$ cat config.mk
export PLATFORM = sky130hd
export DESIGN_NAME = glb_cfg_top
export DESIGN_NICKNAME = d
export VERILOG_FILES = /design/src/glb_cfg_pkg.sv /design/src/glb_cfg_top.sv /design/src/glb_cfg_egress.sv /design/src/glb_tile_cfg.sv /design/src/glb_cfg_ingress.sv
export SDC_FILE = /design/constraint.sdc
export NUM_CORES = 1
export LEC_CHECK = 0
export BUFFER_PORTS_ARGS = -buffer_cell sky130_fd_sc_hd__buf_4
export CAP_MARGIN = 20
export CORE_MARGIN = 2
export CORE_UTILIZATION = 40
export CTS_CLUSTER_DIAMETER = 60
export DETAILED_ROUTE_END_ITERATION = 8
export GPL_ROUTABILITY_DRIVEN = 0
export GPL_TIMING_DRIVEN = 0
export PLACE_DENSITY = 0.65
export SYNTH_ARGS = -nofsm -noshare
export SYNTH_HDL_FRONTEND = slang
export SYNTH_SLANG_ARGS = --single-unit
$ cat constraint.sdc
create_clock -name clk -period 3.3 [get_ports clk]
set_input_delay 0.66 -clock clk [delete_from_list [all_inputs] [get_ports clk]]
set_output_delay 0.66 -clock clk [all_outputs]
set_load 0.005 [all_outputs]
$ cat src/glb_cfg_pkg.sv
// shared widths, opcode and register enums and chain structs, imported by every config block
`default_nettype none

package glb_cfg_pkg;

    // address is {tile, reg}
    localparam int TILE_ID_WIDTH   = 4;
    localparam int REG_ID_WIDTH    = 4;
    localparam int CFG_ADDR_WIDTH  = TILE_ID_WIDTH + REG_ID_WIDTH;
    localparam int CFG_DATA_WIDTH  = 32;

    localparam int GLB_ADDR_WIDTH  = 22;
    localparam int NUM_WORDS_WIDTH = 21;

    typedef enum logic [1:0] {
        CFG_OP_IDLE = 2'd0,
        CFG_OP_WR   = 2'd1,
        CFG_OP_RD   = 2'd2
    } cfg_op_e;

    // indexes 11 and up are unmapped
    typedef enum logic [REG_ID_WIDTH-1:0] {
        REG_TILE_CTRL  = 4'd0,
        REG_LATENCY    = 4'd1,
        REG_ST_ADDR_0  = 4'd2,
        REG_ST_WORDS_0 = 4'd3,
        REG_ST_ADDR_1  = 4'd4,
        REG_ST_WORDS_1 = 4'd5,
        REG_LD_ADDR_0  = 4'd6,
        REG_LD_WORDS_0 = 4'd7,
        REG_LD_ADDR_1  = 4'd8,
        REG_LD_WORDS_1 = 4'd9,
        REG_VALIDATE   = 4'd10
    } cfg_reg_e;

    // request packet moving west to east
    typedef struct packed {
        cfg_op_e                   op;
        logic [CFG_ADDR_WIDTH-1:0] addr;
        logic [CFG_DATA_WIDTH-1:0] wr_data;
        logic [CFG_DATA_WIDTH-1:0] rd_data;
        logic                      ack;     // set by the serving tile
    } cfg_pkt_t;

    // last field sits at bit 0 of the ctrl word
    typedef struct packed {
        logic [1:0] st_dma_mode;
        logic [1:0] ld_dma_mode;
        logic [1:0] strm_f2g_mux;
        logic [1:0] strm_g2f_mux;
        logic       tile_connected;
    } tile_ctrl_t;

    // same layout for store and load queues
    typedef struct packed {
        logic                       valid;
        logic [GLB_ADDR_WIDTH-1:0]  start_addr;
        logic [NUM_WORDS_WIDTH-1:0] num_words;
    } dma_header_t;

endpackage

`default_nettype wire
$ cat src/glb_cfg_top.sv
// config path top, host ingress then a chain of tile config blocks then egress
`timescale 1ns/100ps
`default_nettype none

module glb_cfg_top #(
    parameter int NUM_TILES   = 4,
    parameter int QUEUE_DEPTH = 2
) (
    input  logic                                   clk,
    input  logic                                   arst_n,
    input  logic                                   wr_en,
    input  logic                                   rd_en,
    input  logic [glb_cfg_pkg::CFG_ADDR_WIDTH-1:0] addr,
    input  logic [glb_cfg_pkg::CFG_DATA_WIDTH-1:0] wr_data,
    output logic                                   rd_done,
    output logic [glb_cfg_pkg::CFG_DATA_WIDTH-1:0] rd_data,
    output logic                                   rd_nack,
    input  logic [NUM_TILES*QUEUE_DEPTH-1:0]       st_invalidate,
    input  logic [NUM_TILES*QUEUE_DEPTH-1:0]       ld_invalidate,
    output glb_cfg_pkg::tile_ctrl_t [NUM_TILES-1:0] tile_ctrl,
    output logic [NUM_TILES-1:0][3:0]              latency,
    output glb_cfg_pkg::dma_header_t [NUM_TILES-1:0][QUEUE_DEPTH-1:0] st_header,
    output glb_cfg_pkg::dma_header_t [NUM_TILES-1:0][QUEUE_DEPTH-1:0] ld_header
);

    import glb_cfg_pkg::*;

    cfg_pkt_t link [NUM_TILES+1];   // link k feeds tile k

    glb_cfg_ingress u_ingress (
        .clk     (clk),
        .arst_n  (arst_n),
        .wr_en   (wr_en),
        .rd_en   (rd_en),
        .addr    (addr),
        .wr_data (wr_data),
        .pkt_out (link[0])
    );

    for (genvar k = 0; k < NUM_TILES; k++) begin : g_tile
        glb_tile_cfg #(
            .QUEUE_DEPTH (QUEUE_DEPTH),
            .TILE_ID     (k)
        ) u_tile (
            .clk           (clk),
            .arst_n        (arst_n),
            .pkt_in        (link[k]),
            .pkt_out       (link[k+1]),
            .st_invalidate (st_invalidate[k*QUEUE_DEPTH +: QUEUE_DEPTH]),
            .ld_invalidate (ld_invalidate[k*QUEUE_DEPTH +: QUEUE_DEPTH]),
            .tile_ctrl     (tile_ctrl[k]),
            .latency       (latency[k]),
            .st_header     (st_header[k]),
            .ld_header     (ld_header[k])
        );
    end

    glb_cfg_egress u_egress (
        .clk     (clk),
        .arst_n  (arst_n),
        .pkt_in  (link[NUM_TILES]),
        .rd_done (rd_done),
        .rd_data (rd_data),
        .rd_nack (rd_nack)
    );

endmodule

`default_nettype wire

$ cat src/glb_cfg_egress.sv
// end of the chain, turns read packets into the host read-done pulse, data and nack
`timescale 1ns/100ps
`default_nettype none

module glb_cfg_egress (
    input  logic                                   clk,
    input  logic                                   arst_n,
    input  glb_cfg_pkg::cfg_pkt_t                  pkt_in,
    output logic                                   rd_done,
    output logic [glb_cfg_pkg::CFG_DATA_WIDTH-1:0] rd_data,
    output logic                                   rd_nack
);

    import glb_cfg_pkg::*;

    logic is_rd;

    assign is_rd = (pkt_in.op == CFG_OP_RD);

    // writes and idles just drop out here
    always_ff @(posedge clk or negedge arst_n) begin
        if (!arst_n) begin
            rd_done <= 1'b0;
            rd_data <= '0;
            rd_nack <= 1'b0;
        end else begin
            rd_done <= is_rd;   // single cycle, one per read packet
            if (is_rd) begin
                if (pkt_in.ack) begin
                    rd_data <= pkt_in.rd_data;
                    rd_nack <= 1'b0;
                end else begin
                    // nobody claimed it
                    rd_data <= '0;
                    rd_nack <= 1'b1;
                end
            end
        end
    end

endmodule

`default_nettype wire

$ cat src/glb_tile_cfg.sv
// per-tile config register bank, served from the chain and forwarded east one cycle later
`timescale 1ns/100ps
`default_nettype none

module glb_tile_cfg #(
    parameter int QUEUE_DEPTH = 2,
    parameter int TILE_ID     = 0
) (
    input  logic                                     clk,
    input  logic                                     arst_n,
    input  glb_cfg_pkg::cfg_pkt_t                    pkt_in,
    output glb_cfg_pkg::cfg_pkt_t                    pkt_out,
    input  logic [QUEUE_DEPTH-1:0]                   st_invalidate,
    input  logic [QUEUE_DEPTH-1:0]                   ld_invalidate,
    output glb_cfg_pkg::tile_ctrl_t                  tile_ctrl,
    output logic [3:0]                               latency,
    output glb_cfg_pkg::dma_header_t [QUEUE_DEPTH-1:0] st_header,
    output glb_cfg_pkg::dma_header_t [QUEUE_DEPTH-1:0] ld_header
);

    import glb_cfg_pkg::*;

    logic                      tile_hit;
    logic                      wr_hit;
    logic                      rd_hit;
    cfg_reg_e                  reg_id;
    logic                      hdr_sel;    // index in the dma header range
    logic [REG_ID_WIDTH-1:0]   hdr_off;    // [2] load, [1] queue, [0] words
    logic [CFG_DATA_WIDTH-1:0] rd_value;
    logic                      rd_mapped;
    logic [QUEUE_DEPTH-1:0]    st_validate;
    logic [QUEUE_DEPTH-1:0]    ld_validate;

    assign tile_hit = pkt_in.addr[CFG_ADDR_WIDTH-1 -: TILE_ID_WIDTH] == TILE_ID_WIDTH'(TILE_ID);
    assign wr_hit   = tile_hit && (pkt_in.op == CFG_OP_WR);
    assign rd_hit   = tile_hit && (pkt_in.op == CFG_OP_RD);

    assign reg_id  = cfg_reg_e'(pkt_in.addr[REG_ID_WIDTH-1:0]);
    assign hdr_sel = (reg_id >= REG_ST_ADDR_0) && (reg_id <= REG_LD_WORDS_1);
    assign hdr_off = pkt_in.addr[REG_ID_WIDTH-1:0] - REG_ID_WIDTH'(REG_ST_ADDR_0);

    // one bits only, zeros leave valid alone
    assign st_validate = (wr_hit && reg_id == REG_VALIDATE) ? pkt_in.wr_data[QUEUE_DEPTH-1:0] : '0;
    assign ld_validate = (wr_hit && reg_id == REG_VALIDATE) ? pkt_in.wr_data[2 +: QUEUE_DEPTH] : '0;

    // read mux, queues beyond QUEUE_DEPTH stay unmapped
    always_comb begin
        rd_value  = '0;
        rd_mapped = 1'b0;
        case (reg_id)
            REG_TILE_CTRL: begin
                rd_value  = CFG_DATA_WIDTH'(tile_ctrl);
                rd_mapped = 1'b1;
            end
            REG_LATENCY: begin
                rd_value  = CFG_DATA_WIDTH'(latency);
                rd_mapped = 1'b1;
            end
            REG_VALIDATE: begin
                for (int q = 0; q < QUEUE_DEPTH; q++) begin
                    rd_value[q]     = st_header[q].valid;
                    rd_value[2 + q] = ld_header[q].valid;
                end
                rd_mapped = 1'b1;
            end
            default: begin
                for (int q = 0; q < QUEUE_DEPTH; q++) begin
                    if (hdr_sel && int'(hdr_off[1]) == q) begin
                        rd_mapped = 1'b1;
                        case (hdr_off[2:0] & 3'b101)
                            3'b000:  rd_value = CFG_DATA_WIDTH'(st_header[q].start_addr);
                            3'b001:  rd_value = CFG_DATA_WIDTH'(st_header[q].num_words);
                            3'b100:  rd_value = CFG_DATA_WIDTH'(ld_header[q].start_addr);
                            default: rd_value = CFG_DATA_WIDTH'(ld_header[q].num_words);
                        endcase
                    end
                end
            end
        endcase
    end

    // register bank
    always_ff @(posedge clk or negedge arst_n) begin
        if (!arst_n) begin
            tile_ctrl <= '0;
            latency   <= '0;
            st_header <= '0;
            ld_header <= '0;
        end else begin
            if (wr_hit && reg_id == REG_TILE_CTRL) begin
                tile_ctrl <= tile_ctrl_t'(pkt_in.wr_data[$bits(tile_ctrl_t)-1:0]);
            end
            if (wr_hit && reg_id == REG_LATENCY) begin
                latency <= pkt_in.wr_data[3:0];
            end
            for (int q = 0; q < QUEUE_DEPTH; q++) begin
                if (wr_hit && hdr_sel && int'(hdr_off[1]) == q) begin
                    case (hdr_off[2:0] & 3'b101)
                        3'b000:  st_header[q].start_addr <= pkt_in.wr_data[GLB_ADDR_WIDTH-1:0];
                        3'b001:  st_header[q].num_words  <= pkt_in.wr_data[NUM_WORDS_WIDTH-1:0];
                        3'b100:  ld_header[q].start_addr <= pkt_in.wr_data[GLB_ADDR_WIDTH-1:0];
                        default: ld_header[q].num_words  <= pkt_in.wr_data[NUM_WORDS_WIDTH-1:0];
                    endcase
                end
                // hardware clear beats a validate in the same cycle
                st_header[q].valid <= (st_header[q].valid | st_validate[q]) & ~st_invalidate[q];
                ld_header[q].valid <= (ld_header[q].valid | ld_validate[q]) & ~ld_invalidate[q];
            end
        end
    end

    // forward east, merge read data on a hit
    always_ff @(posedge clk or negedge arst_n) begin
        if (!arst_n) begin
            pkt_out <= '0;
        end else begin
            pkt_out <= pkt_in;
            if (rd_hit && rd_mapped) begin
                pkt_out.rd_data <= rd_value;
                pkt_out.ack     <= 1'b1;
            end
        end
    end

endmodule

`default_nettype wire

$ cat src/glb_cfg_ingress.sv
// host strobe capture, launches one request packet per cycle into chain link 0
`timescale 1ns/100ps
`default_nettype none

module glb_cfg_ingress (
    input  logic                                clk,
    input  logic                                arst_n,
    input  logic                                wr_en,
    input  logic                                rd_en,
    input  logic [glb_cfg_pkg::CFG_ADDR_WIDTH-1:0] addr,
    input  logic [glb_cfg_pkg::CFG_DATA_WIDTH-1:0] wr_data,
    output glb_cfg_pkg::cfg_pkt_t               pkt_out
);

    import glb_cfg_pkg::*;

    cfg_op_e op_next;

    // host never raises both strobes together
    always_comb begin
        if (wr_en) begin
            op_next = CFG_OP_WR;
        end else if (rd_en) begin
            op_next = CFG_OP_RD;
        end else begin
            op_next = CFG_OP_IDLE;
        end
    end

    // fresh packet every cycle, idle when no strobe
    always_ff @(posedge clk or negedge arst_n) begin
        if (!arst_n) begin
            pkt_out <= '0;
        end else begin
            pkt_out.op      <= op_next;
            pkt_out.addr    <= addr;
            pkt_out.wr_data <= wr_data;
            pkt_out.rd_data <= '0;
            pkt_out.ack     <= 1'b0;   // no tile has seen it yet
        end
    end

endmodule

`default_nettype wire

==> flow_summary.json <==
{
  "via_per_inst": 5.574,
  "drive_gt1_share_pct": 48.62,
  "setup_viol_count_final": 0,
  "fp-row-count": 119,
  "crit_arrival_ns": 3.64,
  "yosys_warnings": 0,
  "report.final.hold_viol_count": 1,
  "clockBufferDepth": 3,
  "wire_per_inst_microns": 30.92,
  "regArea_sq_mm": 0.02507,
  "clkTransAtPathRegs_ns": 0.06,
  "coreArea_sq_mm": 0.1053,
  "slew_headroom_pct": 20.92,
  "drt_iter0_drc": 2688,
  "synth_edf_count": 0,
  "total_power_mw": 28.66,
  "via_count": 30440,
  "clkLatencyLatePin_ns": 0.70,
  "cts_buffers": 113,
  "post-place-ws_ns": -0.3406,
  "power_leakage_nw": 27.74,
  "io_buffers": 829,
  "violations": "hold timing",
  "setup_tns_ns": 0,
  "avgSynthCellArea_sq_um": 14.14,
  "design_area_sq_mm": 0.05467,
  "cts_tree": "yes",
  "start_kind": "flop",
  "grt_max_degree": 161,
  "fillCellCount": 9186,
  "die-area_sq_mm": 0.1088,
  "ant_nets": 0,
  "routed_wl_microns": 168900,
  "setup_ws_ns": 0.1358,
  "whs_ns": -0.01047,
  "powerDensity_mw_per_mm2": 524.1,
  "grt_pass1_wl_microns": 234500,
  "slew_violations": 0,
  "max_slew.worst_pin.slew_ns": 1.175,
  "cp.required_ns": 3.78,
  "drc": 0,
  "synthArstFlopShare_pct": 100.0,
  "grt_pass1_vias": 30810,
  "cts.sinks": 1002,
  "dpl.hpwl_microns": 132100,
  "period_needed_ns": 3.164,
  "rsz0062_at_grt": "false",
  "cap_violations": 0,
  "hp-class": "primary input to async pin",
  "area_delta_synth_final_pct": 28.79,
  "drt_first_pass_iters": 7,
  "postCtsSetupRepairBufs": 0,
  "die_width_microns": 329.8,
  "fin_skew_ns": 0.02774,
  "period_share_pct": 95.88,
  "track_usage_pct": 30.39,
  "yosysSeqAreaShare_pct": 59.06,
  "cts_root_buffer": "clkbuf_16",
  "initial_core_util_pct": 40.33,
  "final_nets": 4032,
  "fmax_mhz": 316.0,
  "multi_input_area_sq_mm": 0.01651,
  "io_pins": 850,
  "syn_area_sq_mm": 0.04245,
  "antenna_found_initial": 8,
  "grt_overflow_total": 0,
  "critPathMaxFanout": 10,
  "synth-seq-cells": 1002,
  "ir_worst_vdd_mv": 0.4987,
  "cp-end-kind": "flop",
  "placed_cell_area_sq_mm": 0.05068,
  "path_class": "flop to flop",
  "netlist_instances": 3003,
  "synth_ff_type": "dfrtp_1",
  "die_h_microns": 329.8,
  "synth_cell_types": 69,
  "h-tree-depth": 3,
  "status": "finished with violations"
}
-- flip-flops by register name (all words and copies together), names as in the netlist --
name and count:
g_tile.u_tile.latency 16, g_tile.u_tile.ld_header 352, g_tile.u_tile.pkt_out 190, g_tile.u_tile.st_header 352, g_tile.u_tile.tile_ctrl 36, u_egress.rd_data 22, u_egress.rd_done 1, u_egress.rd_nack 1
u_ingress.pkt_out 32
-- placed cells by master (no fill, tap or decap), drive strengths merged, types with 22 or more instances in the layout --
master     n
mux2i    123
o211ai    35
inv       22
mux4      68
a21oi     61
nand3     43
nor3      23
buf      944
clkinv    25
nor2b     22
dfrtp   1002
clkbuf   266
nor2      73
nand2    194
o21ai     46
mux2     800
-- logic make-up after synthesis --
| family | Yosys count | share of synthesized area (%) |
|---|---|---|
| AO/OA/AOI/OAI | 320 | 5.343 |
| AND/OR/NAND/NOR | 460 | 5.288 |
| XOR/XNOR | 10 | 0.2063 |
| flip-flops | 1002 | 59.06 |
| buffers and inverters | 219 | 2.184 |
| multiplexers | 991 | 27.91 |
| other | 1 | 0.008834 |
-- path summary, 6_finish.rpt --
kind                                             endpoint                    startpoint  slack (ns)  cells past startpoint
max                          g_tile[1].u_tile.pkt_out[17]  g_tile[0].u_tile.pkt_out[65]        0.14                      7
max in group asynchronous  g_tile[0].u_tile.ld_header[11]                        arst_n        0.94                      5
min                        g_tile[3].u_tile.st_header[56]                        arst_n       -0.01                      2
min reg2reg                  g_tile[0].u_tile.pkt_out[66]         u_ingress.pkt_out[66]        0.37                      0
min in group clk                    u_ingress.pkt_out[49]                   wr_data[16]        0.06                      1
max reg2reg                  g_tile[1].u_tile.pkt_out[17]  g_tile[0].u_tile.pkt_out[65]        0.14                      7
-- cells in the mapped netlist (5+ instances only) --
cell | number | share of area, %
inv_1 | 9 | 0.080
or3_1 | 16 | 0.24
buf_4 | 14 | 0.25
o221a_2 | 12 | 0.32
a2bb2oi_1 | 16 | 0.33
a31oi_1 | 7 | 0.10
o211ai_1 | 35 | 0.62
nor4_1 | 6 | 0.088
nor3b_1 | 6 | 0.11
a21o_1 | 12 | 0.21
a211o_1 | 5 | 0.10
xnor2_1 | 6 | 0.12
nor3_1 | 22 | 0.26
nand2_1 | 194 | 1.7
a32oi_1 | 10 | 0.21
clkbuf_1 | 105 | 0.93
dfrtp_1 | 1002 | 59
nand3_1 | 43 | 0.51
mux2i_1 | 123 | 2.9
nor2b_1 | 22 | 0.32
a21oi_1 | 61 | 0.72
buf_2 | 30 | 0.35
nand4_1 | 21 | 0.31
nand3b_1 | 7 | 0.12
o21bai_1 | 8 | 0.14
o21ai_0 | 46 | 0.54
nor2_1 | 71 | 0.63
nand2b_1 | 21 | 0.31
o22ai_1 | 18 | 0.27
a211oi_1 | 13 | 0.23
a22oi_1 | 21 | 0.37
mux2_2 | 777 | 21
mux4_2 | 68 | 3.6
a32o_1 | 8 | 0.19
mux2_4 | 20 | 0.71
buf_1 | 58 | 0.51
a22o_1 | 17 | 0.35
-- what timing repair did --
action,CTS,global route
setup endpoints to repair,60,70
endpoints found under the hold margin,105,50
pin swaps,0,0
resized for setup,6,8
-- worst max-delay path, cell delays in order (launching register included) --
cell and delay, ns:
dfrtp_1 0.43, clkbuf_1 0.38, clkbuf_1 0.45, clkbuf_2 0.49, buf_1 0.68, nand2_1 0.11
o211ai_1 0.13, nand3_1 0.26
-- report_power, final --
group / switching [mW] / internal, mW / total, mW
clock: 5.40 / 7.58 / 13.0
sequential: 0.552 / 12.7 / 13.3
combinational: 1.28 / 1.11 / 2.39
total: 7.24 / 21.4 / 28.7
-- stage by stage --
step / utilization (%) / instances
after global routing: 51.93 / 5461
after floorplan: - / 3012
after global placement: 47.93 / 5232
after detailed placement: 48.15 / 5243
after CTS: 51.82 / 5454
final: 51.94 / 5462
-- cell type report --
cell class | instances | share of cell area (%)
Antenna cell | 3 | 0.01373
Buffer | 209 | 1.655
Clock buffer | 158 | 5.904
Clock inverter | 53 | 1.131
Inverter | 10 | 0.06866
Multi-Input combinational cell | 1791 | 30.19
Sequential cell | 1002 | 45.86
Tap cell | 1391 | 3.183
Timing Repair Buffer | 845 | 11.99
-- routing by layer --
metal,global-route usage (%),part of all wire (%),vias up
met3,9.218,8.6,307
met2,52.16,50,1261
li1,-,-,12920
met1,35.34,37,15950
met4,12.59,4.7,4
met5,0,0.017,-
Note: power is estimated with default switching activity, not from simulation.
